### config.mk
export PLATFORM = sky130hd
export DESIGN_NAME = aw_burst_planner
export DESIGN_NICKNAME = d
export VERILOG_FILES = /design/src/hw/upsize_pkg.sv /design/src/hw/aw_burst_planner.sv
export VERILOG_INCLUDE_DIRS = /design/src /design/src/hw
export SDC_FILE = /design/constraint.sdc
export NUM_CORES = 1
export LEC_CHECK = 0
export BUFFER_PORTS_ARGS = -buffer_cell sky130_fd_sc_hd__buf_2
export CAP_MARGIN = 20
export CELL_PAD_IN_SITES_DETAIL_PLACEMENT = 0
export CELL_PAD_IN_SITES_GLOBAL_PLACEMENT = 2
export CORE_MARGIN = 4
export CORE_UTILIZATION = 26
export DETAILED_ROUTE_END_ITERATION = 8
export PLACE_DENSITY = 0.77
export SLEW_MARGIN = 10
export SYNTH_ARGS = -nofsm -noshare
export SYNTH_HDL_FRONTEND = slang
export SYNTH_SLANG_ARGS = --single-unit
### constraint.sdc
create_clock -name clk_i -period 2.3 [get_ports clk_i]
set_input_delay 0.115 -clock clk_i [delete_from_list [all_inputs] [get_ports clk_i]]
set_output_delay 0.115 -clock clk_i [all_outputs]
set_load 0.02 [all_outputs]
### src/hw/upsize_config.svh
`ifndef UPSIZE_CONFIG_SVH
`define UPSIZE_CONFIG_SVH

// --------------------
// Bus widths
// --------------------

// Byte address and transaction ID
`define UPS_ADDR_WIDTH   32
`define UPS_ID_WIDTH     4

// Narrow side toward the master, wide side toward the slave
`define UPS_NARROW_WIDTH 32
`define UPS_WIDE_WIDTH   64

// --------------------
// Burst fields
// --------------------

`define UPS_LEN_WIDTH    8
`define UPS_SIZE_WIDTH   3

`endif
### src/hw/upsize_pkg.sv
`include "upsize_config.svh"

package upsize_pkg;

  // --------------------
  // Vector types
  // --------------------

  typedef logic [`UPS_ADDR_WIDTH-1:0]       addr_t;
  typedef logic [`UPS_ID_WIDTH-1:0]         id_t;
  typedef logic [`UPS_LEN_WIDTH-1:0]        len_t;
  typedef logic [`UPS_SIZE_WIDTH-1:0]       size_t;
  typedef logic [1:0]                       burst_t;
  typedef logic [3:0]                       cache_t;
  typedef logic [1:0]                       resp_t;

  typedef logic [`UPS_NARROW_WIDTH-1:0]     narrow_data_t;
  typedef logic [`UPS_NARROW_WIDTH/8-1:0]   narrow_strb_t;
  typedef logic [`UPS_WIDE_WIDTH-1:0]       wide_data_t;
  typedef logic [`UPS_WIDE_WIDTH/8-1:0]     wide_strb_t;

  // --------------------
  // Constants
  // --------------------

  localparam burst_t BURST_FIXED = 2'b00;
  localparam burst_t BURST_INCR  = 2'b01;
  localparam burst_t BURST_WRAP  = 2'b10;

  // Bit 1 of AxCACHE allows merging of beats
  localparam cache_t CACHE_MODIFIABLE = 4'b0010;

  // Full size of a wide beat
  localparam size_t WIDE_SIZE = size_t'($clog2(`UPS_WIDE_WIDTH / 8));

  // Write path FSM
  typedef enum logic [1:0] {
    W_IDLE,
    W_PASSTHROUGH,
    W_INCR_UPSIZE
  } w_state_t;

  // --------------------
  // Channel payloads
  // --------------------

  typedef struct packed {
    id_t    id;
    addr_t  addr;
    len_t   len;
    size_t  size;
    burst_t burst;
    cache_t cache;
  } aw_chan_t;

  typedef struct packed {
    narrow_data_t data;
    narrow_strb_t strb;
    logic         last;
  } narrow_w_t;

  typedef struct packed {
    wide_data_t data;
    wide_strb_t strb;
    logic       last;
  } wide_w_t;

  typedef struct packed {
    id_t   id;
    resp_t resp;
  } b_chan_t;

  // What the packer needs to walk one narrow burst
  typedef struct packed {
    addr_t start_addr;
    size_t size;
    len_t  len;
    logic  upsize;
  } burst_ctx_t;

endpackage

### src/hw/aw_burst_planner.sv
`timescale 1ns/10ps

module aw_burst_planner (
  input  logic                   clk_i,
  input  logic                   rst_ni,
  // Narrow AW from the master
  input  upsize_pkg::aw_chan_t   slv_aw_i,
  input  logic                   slv_aw_valid_i,
  output logic                   slv_aw_ready_o,
  // Wide AW toward the slave
  output upsize_pkg::aw_chan_t   mst_aw_o,
  output logic                   mst_aw_valid_o,
  input  logic                   mst_aw_ready_i,
  // Burst control toward the packer
  output upsize_pkg::burst_ctx_t burst_ctx_o,
  output logic                   burst_start_o,
  output logic                   w_open_o,
  input  logic                   burst_done_i
);

  localparam upsize_pkg::addr_t WideMask =
    (upsize_pkg::addr_t'(1) << upsize_pkg::WIDE_SIZE) - upsize_pkg::addr_t'(1);

  upsize_pkg::w_state_t   state_q;
  upsize_pkg::aw_chan_t   aw_q;
  logic                   aw_valid_q;
  upsize_pkg::burst_ctx_t ctx_q;

  logic                   aw_hs;
  logic                   upsize;
  upsize_pkg::addr_t      size_mask;
  upsize_pkg::addr_t      first_addr;
  upsize_pkg::addr_t      final_addr;
  upsize_pkg::len_t       wide_len;

  // --------------------
  // Burst planning
  // --------------------

  // Only modifiable INCR bursts may be merged into wide beats
  always_comb begin
    case (slv_aw_i.burst)
      upsize_pkg::BURST_INCR:
        upsize = |(slv_aw_i.cache & upsize_pkg::CACHE_MODIFIABLE);
      upsize_pkg::BURST_FIXED,
      upsize_pkg::BURST_WRAP:
        upsize = 1'b0;
      default:
        upsize = 1'b0;
    endcase
  end

  // Wide length from the first and final wide words the burst touches
  assign size_mask  = (upsize_pkg::addr_t'(1) << slv_aw_i.size) - upsize_pkg::addr_t'(1);
  assign first_addr = slv_aw_i.addr & ~size_mask;
  assign final_addr = first_addr + (upsize_pkg::addr_t'(slv_aw_i.len) << slv_aw_i.size);
  assign wide_len   = upsize_pkg::len_t'(((final_addr & ~WideMask) -
                                          (slv_aw_i.addr & ~WideMask)) >>
                                         upsize_pkg::WIDE_SIZE);

  // --------------------
  // Handshakes
  // --------------------

  // A new burst may enter in the cycle the previous one drains
  assign slv_aw_ready_o = (state_q == upsize_pkg::W_IDLE) || burst_done_i;
  assign aw_hs          = slv_aw_valid_i && slv_aw_ready_o;

  assign mst_aw_o       = aw_q;
  assign mst_aw_valid_o = aw_valid_q;
  assign burst_start_o  = aw_valid_q && mst_aw_ready_i;

  assign burst_ctx_o    = ctx_q;
  assign w_open_o       = (state_q != upsize_pkg::W_IDLE);

  // --------------------
  // State
  // --------------------

  always_ff @(posedge clk_i or negedge rst_ni) begin
    if (!rst_ni) begin
      state_q    <= upsize_pkg::W_IDLE;
      aw_valid_q <= 1'b0;
    end else begin
      if (aw_hs) begin
        state_q <= upsize ? upsize_pkg::W_INCR_UPSIZE : upsize_pkg::W_PASSTHROUGH;
      end else if (burst_done_i) begin
        state_q <= upsize_pkg::W_IDLE;
      end

      if (aw_hs) begin
        aw_valid_q <= 1'b1;
      end else if (burst_start_o) begin
        aw_valid_q <= 1'b0;
      end
    end
  end

  // Registered wide AW and the burst context
  always_ff @(posedge clk_i) begin
    if (aw_hs) begin
      aw_q                 <= slv_aw_i;
      ctx_q.start_addr     <= slv_aw_i.addr;
      ctx_q.size           <= slv_aw_i.size;
      ctx_q.len            <= slv_aw_i.len;
      ctx_q.upsize         <= upsize;
      if (upsize) begin
        aw_q.len  <= wide_len;
        aw_q.size <= upsize_pkg::WIDE_SIZE;
      end
    end
  end

  // AW payload holds while the slave stalls it
  assert property (@(posedge clk_i) disable iff (!rst_ni)
    mst_aw_valid_o && !mst_aw_ready_i |=> mst_aw_valid_o && $stable(mst_aw_o));

endmodule

---- After elaboration in Yosys (flattened, before gate mapping) ----
Cells that the tools add are included.
cells by class
  eq/ne operators ......................... 1
  reduce and logical (&&, ||, !) cells .... 7
  bitwise logic cells ..................... 2
  shift-type cells ........................ 2
  add/sub/neg operators ................... 3
  multiplexer cells ....................... 7
operators by type and width
  cell                   count
  $add 11x11->11         1
  $and 11x11->11         1
  $mux 11                1
  $not 11->11            1
  $shl 1x3->11 const A   1
  $shl 8x3->11           1
  $sub 11x1->11 const B  1
  $sub 11x11->11         1
  $mux 2                 3
  $reduce_bool 2->1      3
  $mux 1                 3
  $eq 2x1->1 const B     1
  $logic_and 1x1->1      2
  $logic_not 2->1        1
  $logic_or 1x1->1       1
storage, ports and cells
  bits of input ports ..................... 58
  logic and storage cells ................. 33
  flip-flop bits (word level) ............. 68

---- Longest topological paths before layout ----
  depth in word-level cells ............... 7
  depth in mapped cells ................... 22
  depth with buffers taken out ............ 19

---- Worst setup path after synthesis ----
Ideal clock, no wire load.
  path kind ............................... input-to-reg
  from .................................... input slv_aw_i[7] (netlist name)
  to ...................................... register aw_q, in the netlist mst_aw_o[15] (data pin)
  library setup time ...................... 0.268 ns
  stages .................................. 22
  data arrival time ....................... 3.976 ns
  path slack .............................. -1.944 ns
  path buffers ............................ 3
  path through ............................ clkbuf_1 buf_1 nor2_1 nand2_1 ha_1 clkbuf_1 xnor2_1 and2_1 ha_1 and4b_4 a221oi_4 nor2b_1 o21ai_0 nand2b_1 xor2_1 ha_1 a21o_1 a21oi_1 o21bai_1 a21oi_1 xor2_1 o21ai_0
on the way
  cells in the longest elaborated chain, start to end .. 7
  elaborated cells on any way between the ends .. 8
  classes of those cells .................. 3 x add/sub; 2 x shift; 1 x mux; 2 x bitwise
ends and longest elaborated chain
  item                    RTL line                 text
  start: declaration      aw_burst_planner.sv:7    input upsize_pkg::aw_chan_t slv_aw_i,
  $shl 1x3->11            aw_burst_planner.sv:54   assign size_mask = (upsize_pkg::addr_t'(1) << slv_aw_i.size) - upsize_pkg::addr_t'(1);
  $sub 11x1->11           aw_burst_planner.sv:54
  $not 11->11             aw_burst_planner.sv:55   assign first_addr = slv_aw_i.addr & ~size_mask;
  $and 11x11->11          aw_burst_planner.sv:55
  $add 11x11->11 *        aw_burst_planner.sv:56   assign final_addr = first_addr + (upsize_pkg::addr_t'(slv_aw_i.len) << slv_aw_i.size);
  $sub 11x11->11 *        aw_burst_planner.sv:57   assign wide_len = upsize_pkg::len_t'(((final_addr & ~WideMask) -
  $mux 11 *               aw_burst_planner.sv:107  if (upsize) begin
  end signal: assignment  aw_burst_planner.sv:102  aw_q <= slv_aw_i;
  end: declaration        aw_burst_planner.sv:25   upsize_pkg::aw_chan_t aw_q;
Mark *: on every way between the ends. The rest lies on a longest branch, timed or not.
A chain may end at the register's enable or synchronous reset.

---- Worst setup path after layout ----
  from .................................... input slv_aw_i[8] (netlist name)
  to ...................................... register aw_q, in the netlist mst_aw_o[15] (data pin)
The elaborated chain is that of the path after synthesis.

==> metrics.txt <==
CTS tree built; maxcap violations 0; Flop pwr share 38.3%; Via density 4.16; Post-Place Cells 630; antenna-violating nets left 0; grt ovf 0; slowest stage delay, CP 0.36 ns; Post-synth EDFFs 65; top cell type's share of synthesized area 56.0%; Reg2Reg Setup Slack 0.48 ns; ranking of synthesized cells by area edfxtp_1 (56%), buf_4 (6.9%), ha_1 (6.1%), nand2_1 (2.8%), mux2_2 (2.3%); async set or reset register ratio after synthesis 4.41%; vias post-DR 2,894; wire per inst 13.7 um; area added between synthesis and finish 59.4%; Design Power 0.00391 W; P_int 0.00282 W; Comb pwr share 29.5%; Max-Slew Margin vs Limit 73.1%; nets@finish 590; Placer Congestion 0.796; Sw Share 28.0%; Worst Hold Depth 1; FF+latch count, synth 68; Primary FF master, synth edfxtp_1; clock sink total 68; drt total wl 9520 um; hold path endpoint burst_ctx_o[21]; pwr/cell area 704 nW/um^2; initial core utilization 26.4%; Die Y 124 um; HPWL Detailed 7400 um; Worst-Margin Slew 0.399 ns; Clk pwr share 32.2%; GRT Resource Usage Total 11.7%; Num CTS Buffers 9; worst hold path class in -> reg; Startpoint Class input pin; final setup fails 7; worst r2r src state_q[0]; DRC 0; Post-Synthesis Cells 285; Worst Hold Slack 0.0114 ns; ant diodes 0; RR Endpoint burst_ctx_o[10]; Final WS setup -0.942 ns; Final min period 3.24 ns; Final Cycle Share 141%; Leak 2.52 nW; Worst Path Arrival 3.30 ns; Mapped Area 3490 um^2; layout cells sized above 1 53.2%; I/O Buffers 158; fmax 308 MHz; VDD IR max 0.307 mV; Yosys cell types 40; YS warnings 0; Longest Clk Path Bufs 2; largest net degree at the start of global routing 55; die area 15,300 um^2; Crit. End Element flop; core area 13,200 um^2; RSZ-0062 raised after global routing yes; Hold Violations, Final 0; Worst Skew 0.00649 ns; origin of the worst min-delay path slv_aw_i[26]; Row Count 42; CP Data Required Time 2.36 ns; I/O pins 159; htree depth 3; reg2reg path depth 5; Max Slew Vio Count 0; die width 124 um; critical-path maximum fanout 3; setup_tns -5.02 ns; Psw 0.00109 W; Seq/Total Area, Yosys 58.1%; initial DRC count 143; Crit-path slowest cell fa_2; DRT Pass-1 Iters 4; crit path cell chain buf_6 > nor2_4 > nand2_2 > ha_4 > xnor2_2 > and2_4 > ha_4 > and4b_4 > a221oi_4 > buf_4 > xor2_1 > ha_2 > inv_2 > fa_2 > a21o_1 > a21oi_2 > o21bai_1 > a21oi_1 > xor2_1 > o21ai_1; Clock Latency Late Sink 0.32 ns; Post-Syn Nets 361; vias in the first global route 2,722; final std cells w/o fill 695; mean area per synthesized cell 12.2 um^2; Crit Path Class in -> reg; root buf cell clkbuf_16; initial antenna violation count 0; failing checks setup timing; first-pass GRT wire length 13,400 um; clk slew on worst S/H paths 0.06 ns; outcome finished with violations; largest area contributor in the netlist edfxtp_1
-- through the flow --
step / utilization, % / setup WS [ns] / cell area, um^2
floorplan: - / -1.33 / 3580
global placement: 35.4 / -1.30 / 4670
detailed placement: 35.4 / -1.43 / 4670
CTS: 41.8 / -1.02 / 5520
global route: 42.1 / -1.12 / 5560
finish: 42.1 / -0.942 / 5560
-- cells in the final DEF, fill, tap and decap left out, drive strengths merged, types with 2 or more instances in the layout --
cell           n
clkinvlp       4
xor2           7
and2           4
mux2           7
nor3           3
ha            17
a21o           2
or2            3
o21bai         2
nor2          16
xnor2          7
a31oi          2
clkbuf        12
dlygate4sd3   41
edfxtp        65
nor2b          4
nand2b         2
buf          220
o211ai         2
o22ai          2
clkinv         2
o21ai         17
inv           16
a221oi         2
nand2         26
and3           2
dfrtp          3
a21oi         12
nand3          4
mux2i          5
-- worst max-delay path: cells and delay by family --
kind / cells / cell delay (ns)
buf+inv: 3 / 0.31
xor+xnor: 3 / 0.45
simple gates: 4 / 0.56
compound gates: 6 / 0.90
fa+ha+maj: 4 / 0.96
-- cell usage after synthesis, drive strengths merged (2+ instances only) --
cell	number
edfxtp	65
buf	35
nand2	26
inv	18
ha	17
o21ai	17
nor2	16
a21oi	12
clkbuf	8
mux2	7
xnor2	7
xor2	7
mux2i	5
and2	4
nand3	4
nor2b	4
dfrtp	3
nor3	3
or2	3
a21o	2
a221oi	2
a31oi	2
and3	2
nand2b	2
o211ai	2
o21bai	2
o22ai	2
-- flip-flops by register name, summed over array words and instances, names as in the netlist --
name and flops:
burst_ctx_o 44, mst_aw_o 21, mst_aw_valid_o 1, state_q 2
-- cell families (layout without fill, tap and decap cells) --
logic type      after synthesis  after routing  share of synthesized area (%)
buf+inv                      61            295                           10.1
xor+xnor                     15             15                           4.20
flops                        68             68                           58.1
simple gates                 66             66                           8.97
fa+ha+maj                    18             18                           6.68
compound gates               45             45                           8.26
mux                          12             12                           3.70
-- how the worst max path moves through the flow --
stage	start	endpoint	slack [ns]
2_1_floorplan	slv_aw_i[7]	mst_aw_o[15]	-1.33
3_3_place_gp	slv_aw_i[7]	mst_aw_o[15]	-1.30
3_5_place_dp	slv_aw_i[7]	mst_aw_o[16]	-1.43
4_1_cts	slv_aw_i[7]	mst_aw_o[15]	-1.02
5_1_grt	slv_aw_i[7]	mst_aw_o[15]	-1.12
6_report	slv_aw_i[8]	mst_aw_o[15]	-0.94
-- power groups by stage --
stage,Combinational (W),Clock (W),Sequential (W)
floorplan,0.000547,0,0.00163
global route,0.00127,0.00136,0.00150
detailed placement,0.00103,0,0.00152
CTS,0.00115,0.00130,0.00150
finish,0.00116,0.00126,0.00150
global placement,0.00102,0,0.00152
-- area by class of cell --
class / instances / area (um^2)
fillers: 1229 / 7630
inverters: 18 / 75.1
clock inverters: 4 / 25.0
clock buffers: 12 / 256
repair buffers: 261 / 1710
flip-flops and latches: 68 / 2030
multi-input cells: 156 / 1240
well taps: 176 / 220
-- metal layers --
metal	up-vias	track usage, %	part of all wire [%]
li1	1432	-	-
met1	1327	11.8	36
met2	126	22.5	53
met3	9	3.32	9.8
met4	0	4.15	1.5
met5	-	0	0
-- what timing repair did --
item,4_1_cts,5_1_grt
hold endpoints to repair,43,0
buffers inserted,6,2
pin swaps,19,15
gates resized for setup,25,8
endpoints found under the setup margin,7,7
hold buffers,41,0
No activity file was read; power rests on OpenSTA's default activity.
