## config.mk

```make
export PLATFORM = sky130hd
export DESIGN_NAME = w_beat_stage
export DESIGN_NICKNAME = d
export VERILOG_FILES = /design/src/hw/upsize_pkg.sv /design/src/hw/w_beat_stage.sv
export VERILOG_INCLUDE_DIRS = /design/src /design/src/hw
export SDC_FILE = /design/constraint.sdc
export NUM_CORES = 1
export LEC_CHECK = 0
export ABC_AREA = 1
export ABC_CLOCK_PERIOD_IN_PS = 6000
export BUFFER_PORTS_ARGS = -buffer_cell sky130_fd_sc_hd__buf_2
export CORE_MARGIN = 8
export CORE_UTILIZATION = 40
export DETAILED_ROUTE_END_ITERATION = 8
export GPL_TIMING_DRIVEN = 0
export PLACE_DENSITY = 0.79
export SLEW_MARGIN = 10
export SYNTH_ARGS = -nofsm -noshare
export SYNTH_HDL_FRONTEND = slang
export SYNTH_SLANG_ARGS = --single-unit
```

## constraint.sdc

```tcl
create_clock -name clk_i -period 6 [get_ports clk_i]
set_clock_uncertainty 0.15 [all_clocks]
set_input_delay 0.6 -clock clk_i [delete_from_list [all_inputs] [get_ports clk_i]]
set_output_delay 0.6 -clock clk_i [all_outputs]
set_load 0.01 [all_outputs]
```

## src/hw/upsize_config.svh

```systemverilog
`ifndef UPSIZE_CONFIG_SVH
`define UPSIZE_CONFIG_SVH

// --------------------
// Bus widths
// --------------------

// Byte address and transaction ID
`define UPS_ADDR_WIDTH   32
`define UPS_ID_WIDTH     4

// Narrow side toward the master, wide side toward the slave
`define UPS_NARROW_WIDTH 32
`define UPS_WIDE_WIDTH   64

// --------------------
// Burst fields
// --------------------

`define UPS_LEN_WIDTH    8
`define UPS_SIZE_WIDTH   3

`endif
```

## src/hw/upsize_pkg.sv

```systemverilog
`include "upsize_config.svh"

package upsize_pkg;

  // --------------------
  // Vector types
  // --------------------

  typedef logic [`UPS_ADDR_WIDTH-1:0]       addr_t;
  typedef logic [`UPS_ID_WIDTH-1:0]         id_t;
  typedef logic [`UPS_LEN_WIDTH-1:0]        len_t;
  typedef logic [`UPS_SIZE_WIDTH-1:0]       size_t;
  typedef logic [1:0]                       burst_t;
  typedef logic [3:0]                       cache_t;
  typedef logic [1:0]                       resp_t;

  typedef logic [`UPS_NARROW_WIDTH-1:0]     narrow_data_t;
  typedef logic [`UPS_NARROW_WIDTH/8-1:0]   narrow_strb_t;
  typedef logic [`UPS_WIDE_WIDTH-1:0]       wide_data_t;
  typedef logic [`UPS_WIDE_WIDTH/8-1:0]     wide_strb_t;

  // --------------------
  // Constants
  // --------------------

  localparam burst_t BURST_FIXED = 2'b00;
  localparam burst_t BURST_INCR  = 2'b01;
  localparam burst_t BURST_WRAP  = 2'b10;

  // Bit 1 of AxCACHE allows merging of beats
  localparam cache_t CACHE_MODIFIABLE = 4'b0010;

  // Full size of a wide beat
  localparam size_t WIDE_SIZE = size_t'($clog2(`UPS_WIDE_WIDTH / 8));

  // Write path FSM
  typedef enum logic [1:0] {
    W_IDLE,
    W_PASSTHROUGH,
    W_INCR_UPSIZE
  } w_state_t;

  // --------------------
  // Channel payloads
  // --------------------

  typedef struct packed {
    id_t    id;
    addr_t  addr;
    len_t   len;
    size_t  size;
    burst_t burst;
    cache_t cache;
  } aw_chan_t;

  typedef struct packed {
    narrow_data_t data;
    narrow_strb_t strb;
    logic         last;
  } narrow_w_t;

  typedef struct packed {
    wide_data_t data;
    wide_strb_t strb;
    logic       last;
  } wide_w_t;

  typedef struct packed {
    id_t   id;
    resp_t resp;
  } b_chan_t;

  // What the packer needs to walk one narrow burst
  typedef struct packed {
    addr_t start_addr;
    size_t size;
    len_t  len;
    logic  upsize;
  } burst_ctx_t;

endpackage

```

## src/hw/w_beat_stage.sv

```systemverilog
`timescale 1ns/10ps

module w_beat_stage (
  input  logic                clk_i,
  input  logic                rst_ni,
  // Packed beat from the packer
  input  upsize_pkg::wide_w_t pack_w_i,
  input  logic                pack_valid_i,
  output logic                take_ready_o,
  output logic                beat_taken_o,
  // Wide W toward the slave
  output upsize_pkg::wide_w_t mst_w_o,
  output logic                mst_w_valid_o,
  input  logic                mst_w_ready_i,
  // B response path
  input  upsize_pkg::b_chan_t mst_b_i,
  input  logic                mst_b_valid_i,
  output logic                mst_b_ready_o,
  output upsize_pkg::b_chan_t slv_b_o,
  output logic                slv_b_valid_o,
  input  logic                slv_b_ready_i
);

  upsize_pkg::wide_w_t w_q;
  logic                w_valid_q;

  // --------------------
  // W register
  // --------------------

  // Free now, or freed by the slave this cycle
  assign take_ready_o  = !w_valid_q || mst_w_ready_i;
  assign beat_taken_o  = w_valid_q && mst_w_ready_i;

  assign mst_w_o       = w_q;
  assign mst_w_valid_o = w_valid_q;

  always_ff @(posedge clk_i or negedge rst_ni) begin
    if (!rst_ni) begin
      w_valid_q <= 1'b0;
    end else if (take_ready_o) begin
      w_valid_q <= pack_valid_i;
    end
  end

  always_ff @(posedge clk_i) begin
    if (take_ready_o && pack_valid_i) begin
      w_q <= pack_w_i;
    end
  end

  // --------------------
  // B forwarding
  // --------------------

  // Wide and narrow B are the same channel
  assign slv_b_o       = mst_b_i;
  assign slv_b_valid_o = mst_b_valid_i;
  assign mst_b_ready_o = slv_b_ready_i;

  // A stalled wide beat is neither dropped nor changed
  assert property (@(posedge clk_i) disable iff (!rst_ni)
    mst_w_valid_o && !mst_w_ready_i |=> mst_w_valid_o && $stable(mst_w_o));

endmodule

```

Word-level counts from Yosys, hierarchy flattened
Index checks and enable logic that the tools add are counted.

operators by class
  $mul = 0
  bitwise gates (word level) = 0
  div/mod/pow operators = 0
  shift-type cells = 0
  reductions and logical operators = 4
  equality and inequality tests = 0
  $add $sub $neg = 0
  muxes and demuxes = 0
  magnitude comparators = 0

operator list
  cell                 count
  $logic_and A1 B1 Y1  2
  $logic_not A1 Y1     1
  $logic_or A1 B1 Y1   1

storage, ports and cells
  memory bits (writable) = 0
  input bits = 85
  latch bits = 0
  output and inout port bits = 84
  logic and storage cells = 8
  bits in read-only memories = 0
  register bits = 74
  memories kept = 0

Longest topological paths before layout
Gate-level depths: netlist of the first run.

  depth after elaboration = 3
  gate-level depth with buffers = 3
  gate-level depth less buffers = 3

Least setup slack after synthesis of the first run
Ideal clock, no wire load.

  path kind = input -> register
  start = input pack_valid_i
  end = register w_q, in the netlist mst_w_o[0], enable pin
  path slack = 1143 ps
  library setup time = 528 ps
  data arrival time = 4178 ps
  data required time = 5322 ps
  path buffers = 0
  stages = 2
  cell sequence = inv_1 a21oi_1

on the way
  cells in the longest elaborated chain, start to end = 1

ends and longest elaborated chain
  item                  RTL line            source
  start, declared       w_beat_stage.sv:8   input logic pack_valid_i,
  $logic_and A1 B1 Y1   w_beat_stage.sv:47  if (take_ready_o && pack_valid_i) begin
  end signal, assigned  w_beat_stage.sv:48  w_q <= pack_w_i;
  end, declared         w_beat_stage.sv:24  upsize_pkg::wide_w_t w_q;

No other way between the ends.
A chain may end at the register's enable or synchronous reset.

Worst setup path in the final report of the first run
  start = register w_valid_q, in the netlist mst_w_valid_o
  end = register w_q, in the netlist mst_w_o[9], enable pin

on the way
  cells in the longest elaborated chain, start to end = 3

ends and longest elaborated chain
  item                    RTL line            source
  start, declared         w_beat_stage.sv:25  logic w_valid_q;
  start signal, assigned  w_beat_stage.sv:42  w_valid_q <= pack_valid_i;
  $logic_not A1 Y1        w_beat_stage.sv:32  assign take_ready_o = !w_valid_q || mst_w_ready_i;
  $logic_or A1 B1 Y1      w_beat_stage.sv:32
  $logic_and A1 B1 Y1     w_beat_stage.sv:47

No other way between the ends.

==> results_dict.tcl, run 1 <==
set metrics [dict create \
    hold_path_class "in2reg" \
    p_int_mw 0.834 \
    clk_pin_slew_ns 0.08 \
    required_ns 5.89 \
    insertion_delay_ns 0.32 \
    tns_ns 0 \
    gp_congestion 0.722 \
    grt-ovfl-total 0 \
    drive_gt1_share_pct 69.3 \
    antenna_found_initial 1 \
    max_slew_margin_pct 51.5 \
    drv_slew 0 \
    port_buffers 160 \
    max_cap_viol_count 0 \
    cts_buffer_depth 2 \
    pin_count 169 \
    cts_resized 0 \
    syn_area_per_cell_um2 25.9 \
    vias_per_cell 4.29 \
    area_delta_synth_final_pct 49.7 \
    critical_path_peak_fanout 26 \
    clock-root-buffer "clkbuf_8" \
    cts_made_buffers 9 \
    place_area_um2 3250 \
    vias 1458 \
    ir_drop_v 0.000167 \
    power.static_leakage_nw 1.52 \
    async_reset_ff_share_pct 1.35 \
    core_um2 5540 \
    pwr-share-seq_pct 57.2 \
    drtIter0Drc 45 \
    worstSetupPathType "reg2reg" \
    synth_common_cells "edfxtp_1 (73), buf_4 (8), inv_1 (3), nand2_1 (3)" \
    sw_frac_of_total_pct 21.5 \
    status "finished clean" \
    synth_area_leaders "edfxtp_1 (95%), buf_4 (2.6%), dfrtp_1 (1.1%), inv_1 (0.49%), nand2_1 (0.49%)" \
    drtPass1Iterations 4 \
    drc 0 \
    ys.flop_type "edfxtp_1" \
    holdBufCountCts 1 \
    track_usage_pct 13.2 \
    end_kind "flop" \
    worst_ep_arrival_time_ns 1.86 \
    yosys.area.top_type "edfxtp_1" \
    synth_cells 89 \
    power.total_mw 1.06 \
    fin_ws_ns 4.02 \
    synth_warnings 0 \
    ant_nets 0 \
    avgRoutedWirePerCell_um 17.2 \
    finalCriticalPeriod_ns 1.98 \
    setup_viol 0 \
    die_h_um 91.9 \
    synth_edf_count 73 \
    synth.distinct_cells 6 \
    p_per_area_nw_per_um2 308 \
    clock_sinks 74 \
    rsz0062_at_grt "no" \
    grt_max_degree 27 \
    cp-start-kind "flop" \
    cts_tree "yes" \
    fmax_mhz 506 \
    synth_nets 174 \
    synth_top_area_share_pct 95.1 \
    hold_ws_ns 0.289 \
    rows 27 \
    postCtsSetupBuffers 0 \
    ys_ff_latch 74 \
    htree_levels 3 \
    die_w_um 91.9 \
    final_cell_area_um2 3450 \
    drt_wl_total_um 5840 \
    place_ws_ns 3.67 \
    syn_area_um2 2300 \
    start_util_pct 41.6 \
    yosysSeqAreaShare_pct 96.2 \
    worstMarginPinSlew_ns 0.725 \
    fin_crit_sh_pct 32.9 \
    synth_most_common_cell "edfxtp_1" \
    finalHoldViolCount 0 \
    switching_power_mw 0.229 \
    combPwrFrac_pct 9.0 \
    final_net_count 348 \
    grt_pass1_vias 1638 \
    design.die.area_um2 8450 \
    grt_pass1_wl_um 8470 \
    p_clk_share_pct 33.8 \
]
cells in the final DEF (no fill, tap or decap):
cell and instances:
dfrtp_1 1, inv_1 3, buf_4 8, nand2_1 3
bufinv_16 1, edfxtp_1 73, clkinvlp_4 2, clkinv_2 2
clkbuf_8 9, dlygate4sd3_1 1, a21oi_4 1, clkinv_1 1
buf_12 1, diode_2 1, buf_2 160, buf_16 1
worst max-delay path, stage by stage, from the launching register on:
cell and delay [ns]:
dfrtp_1 0.43, a21oi_4 0.62, buf_12 0.28, buf_16 0.20
registers in the layout (all words and copies together) (netlist names):
name,count
mst_w_o,73
mst_w_valid_o,1
metrics by stage:
stage	cells	util, %
after floorplan	89	-
after CTS	339	62.2
after global placement	321	57.7
final	340	62.3
after detailed placement	323	58.7
after global routing	339	62.2
metal layers:
| layer | vias to the layer above | global-route usage [%] | share of wire [%] |
|---|---|---|---|
| met4 | 0 | 6.58 | 2.0 |
| met1 | 659 | 12.0 | 34 |
| met5 | - | 0 | 0 |
| met3 | 12 | 8.56 | 14 |
| met2 | 103 | 22.3 | 50 |
| li1 | 684 | - | - |
kinds of logic after synthesis:
kind of cell / count (synthesis) / share of synthesized area [%]
buf+inv: 11 / 3.09
compound gates: 1 / 0.217
simple gates: 3 / 0.489
flops: 74 / 96.2
final timing paths:
path / cells after the start / end / from / slack [ns]
max in group asynchronous: 2 / mst_w_valid_o / rst_ni / 5.19
setup reg to reg: 3 / mst_w_o[9] / mst_w_valid_o / 4.02
hold reg to reg: 2 / mst_w_valid_o / mst_w_valid_o / 0.45
setup / recovery: 3 / mst_w_o[9] / mst_w_valid_o / 4.02
hold / removal: 1 / mst_w_o[0] / pack_w_i[0] / 0.29
min in group asynchronous: 2 / mst_w_valid_o / rst_ni / 0.43
layout make-up:
cell class	instances	area, µm²
tap	72	90.1
timing repair buffer	163	858
clock buffer	9	124
fill	439	2090
buffer	8	60.1
multi-input combinational	4	27.5
sequential	74	2220
clock inverter	6	58.8
antenna	1	2.50
inverter	3	11.3
power groups by stage:
stage | combinational, mW | sequential, mW | clock [mW]
after CTS | 0.0977 | 0.608 | 0.368
after floorplan | 0.0162 | 0.640 | 0
after global placement | 0.0881 | 0.624 | 0
after detailed placement | 0.0969 | 0.620 | 0
after global routing | 0.103 | 0.611 | 0.389
final | 0.0953 | 0.608 | 0.359
(Power assumes the default switching activity.)
==> inputs of run 2 (changes only) <==
--- a/config.mk
+++ b/config.mk
@@ -7,13 +7,13 @@
 export NUM_CORES = 1
 export LEC_CHECK = 0
 export ABC_AREA = 1
-export ABC_CLOCK_PERIOD_IN_PS = 6000
+export ABC_CLOCK_PERIOD_IN_PS = 1800
 export BUFFER_PORTS_ARGS = -buffer_cell sky130_fd_sc_hd__buf_2
 export CORE_MARGIN = 8
-export CORE_UTILIZATION = 40
+export CORE_UTILIZATION = 36
 export DETAILED_ROUTE_END_ITERATION = 8
 export GPL_TIMING_DRIVEN = 0
-export PLACE_DENSITY = 0.79
+export PLACE_DENSITY = 0.75
 export SLEW_MARGIN = 10
 export SYNTH_ARGS = -nofsm -noshare
 export SYNTH_HDL_FRONTEND = slang
==> constraint.sdc (replaced) <==
create_clock -name clk_i -period 1.8 [get_ports clk_i]
set_clock_uncertainty 0.15 [all_clocks]
set_input_delay 0.18 -clock clk_i [delete_from_list [all_inputs] [get_ports clk_i]]
set_output_delay 0.18 -clock clk_i [all_outputs]
set_load 0.01 [all_outputs]
==> run 2 against run 1 <==
  * Non-clock buffer count rose by 78
  * Sequential share of layout area fell by 13 points
  * Hold slack improved by 0.0097 ns
  * Clock-buffer cell count did not move
  * Via count rose by 27%
  * Global-route usage rose by 5.0 points
  * Setup slack got worse by 3.8 ns
  * Clock power rose to 4.3 times the previous value
  * First-iteration DRC count rose by 24%
  * Flip-flop and latch count did not move
  * Highest routed layer unchanged
==> results_dict.tcl, run 2 (same netlist as run 1, synthesis figures left out) <==
set metrics [dict create \
    worst_r2r_path_depth 3 \
    switching_power_mw 0.860 \
    sw_frac_of_total_pct 21.2 \
    worstSetupPathType "in2reg" \
    grt_pass1_vias 2188 \
    layout_common_cells "buf_2 (160), dlygate4sd3_1 (77), edfxtp_1 (73)" \
    ant_nets 0 \
    fin_crit_sh_pct 85.8 \
    core_um2 6280 \
    register_area_um2 2220 \
    drv_slew 0 \
    grt_pass1_wl_um 11900 \
    final_net_count 426 \
    htree_levels 3 \
    drt_wl_total_um 8160 \
    max_slew_margin_pct 87.4 \
    design.die.area_um2 9220 \
    clock_sinks 74 \
    insertion_delay_ns 0.34 \
    port_buffers 160 \
    track_usage_pct 18.2 \
    pin_count 169 \
    p_clk_share_pct 38.0 \
    final_cell_area_um2 4320 \
    worst_ep_arrival_time_ns 1.61 \
    place_area_um2 3300 \
    p_int_mw 3.20 \
    drtPass1Iterations 4 \
    cp_slowest_cell "dlygate4sd3_1" \
    cts_resized 0 \
    required_ns 1.87 \
    fillers 411 \
    r2r_slack_ns 0.28 \
    cp_cell_sequence "buf_2 -> inv_1 -> dlygate4sd3_1 -> nand2_1 -> dlygate4sd3_1" \
    status "finished clean" \
    antenna_found_initial 1 \
    cts_tree "yes" \
    drtIter0Drc 56 \
    critical_path_peak_fanout 2 \
    worstMarginPinSlew_ns 0.188 \
    hp-start "pack_valid_i" \
    power.static_leakage_nw 1.89 \
    final_common_cell "buf_2" \
    grt_max_degree 28 \
    end_kind "flop" \
    multi_input_area_um2 27.5 \
    hpwlAfterDp_um 5020 \
    largest_reg_flops 73 \
    crit_family "buffers and inverters" \
    grt-ovfl-total 0 \
    finalCriticalPeriod_ns 1.54 \
    finalHoldViolCount 0 \
    drc 0 \
    clk_pin_slew_ns 0.08 \
    rows 29 \
    min_to "mst_w_o[21]" \
    avgRoutedWirePerCell_um 19.2 \
    max_cap_viol_count 0 \
    die_w_um 96.0 \
    rsz0062_at_grt "no" \
    pwr-share-seq_pct 50.1 \
    die_h_um 96.0 \
    start_util_pct 36.7 \
    cts_buffer_depth 2 \
    max_stage_delay_ns 0.58 \
    worstReg2RegStart "mst_w_valid_o" \
    hold_path_class "in2reg" \
    r2r-end "mst_w_o[13]" \
    drive_gt1_share_pct 54.6 \
    area_delta_synth_final_pct 87.5 \
    hold_depth 4 \
    ir_drop_v 0.000654 \
    crit_buf_inv 4 \
    fmax_mhz 648 \
    path_common_cell "dlygate4sd3_1" \
    vias 1853 \
    p_per_area_nw_per_um2 939 \
    vias_per_cell 4.36 \
    setup_viol 0 \
    combPwrFrac_pct 11.9 \
    cts_made_buffers 9 \
    gp_congestion 0.685 \
    cp-start-kind "input pin" \
    finalCoreUtilization_pct 68.8 \
    hold_ws_ns 0.298 \
    clock-root-buffer "clkbuf_8" \
]
-- run 2: cell types whose count changed in the layout (fill, tap and decap cells not counted), sizes merged --
cell	previous run	this run
bufinv	1	3
dlygate4sd3	1	77
buf	170	172
diode	1	2
clkinvlp	2	0
inv	3	4
-- run 2: worst register-to-register path, delay by kind of cell (launching register included) --
kind | cells | cell delay, ns
buffers and inverters | 2 | 0.40
DFF | 1 | 0.45
AOI/OAI and AO/OA | 1 | 0.22
-- run 2: power by group through the flow --
stage | registers [mW] | logic (mW) | clock network (mW)
detailed placement | 2.07 | 0.341 | 0
CTS | 2.03 | 0.474 | 1.57
global placement | 2.07 | 0.300 | 0
floorplan | 2.12 | 0.0566 | 0
finish | 2.03 | 0.481 | 1.54
global route | 2.04 | 0.515 | 1.64
-- run 2: repair_timing --
| action | in CTS | in global routing |
|---|---|---|
| setup buffers | 0 | 1 |
| hold endpoints to repair | 75 | 0 |
| hold buffers | 77 | 0 |
| endpoints found under the setup margin | 0 | 46 |
-- run 2: final cells by class --
| class | count | area share, % |
|---|---|---|
| flip-flops and latches | 74 | 51.3 |
| repair buffers | 241 | 38.5 |
| clock buffers | 9 | 2.87 |
| clock inverters | 7 | 2.69 |
| well taps | 77 | 2.23 |
| plain buffers | 8 | 1.39 |
| multi-input cells | 4 | 0.637 |
| inverters | 3 | 0.261 |
| diodes | 2 | 0.116 |
-- run 2: how the worst max path moves through the flow --
stage	from	slack, ns	endpoint	cells past startpoint
6_report	pack_valid_i	0.26	mst_w_valid_o	5
5_1_grt	mst_w_valid_o	0.24	mst_w_o[49]	3
4_1_cts	mst_w_valid_o	0.01	mst_w_o[36]	3
3_5_place_dp	mst_w_valid_o	0.02	mst_w_o[36]	3
3_3_place_gp	mst_w_valid_o	-0.86	mst_w_o[38]	1
2_1_floorplan	mst_w_valid_o	-0.47	mst_w_o[0]	1
-- run 2: metal layers --
| metal | vias up | share of wire (%) | routed length (µm) | global-route usage [%] |
|---|---|---|---|---|
| met1 | 859 | 32 | 2650 | 17.5 |
| li1 | 843 | - | - | - |
| met4 | 0 | 3.4 | 280 | 11.0 |
| met5 | - | 0 | 0 | 0 |
| met3 | 24 | 13 | 1070 | 9.52 |
| met2 | 127 | 51 | 4160 | 30.2 |
-- run 2: per-stage QoR --
step	std cells	power, mW	TNS [ns]	setup slack [ns]
4_1_cts	422	4.07	0	0.00955
3_3_place_gp	326	2.37	-62.40	-0.857
5_1_grt	424	4.20	0	0.240
2_1_floorplan	89	2.18	-34.40	-0.471
3_5_place_dp	329	2.41	0	0.0249
6_report	425	4.06	0	0.256
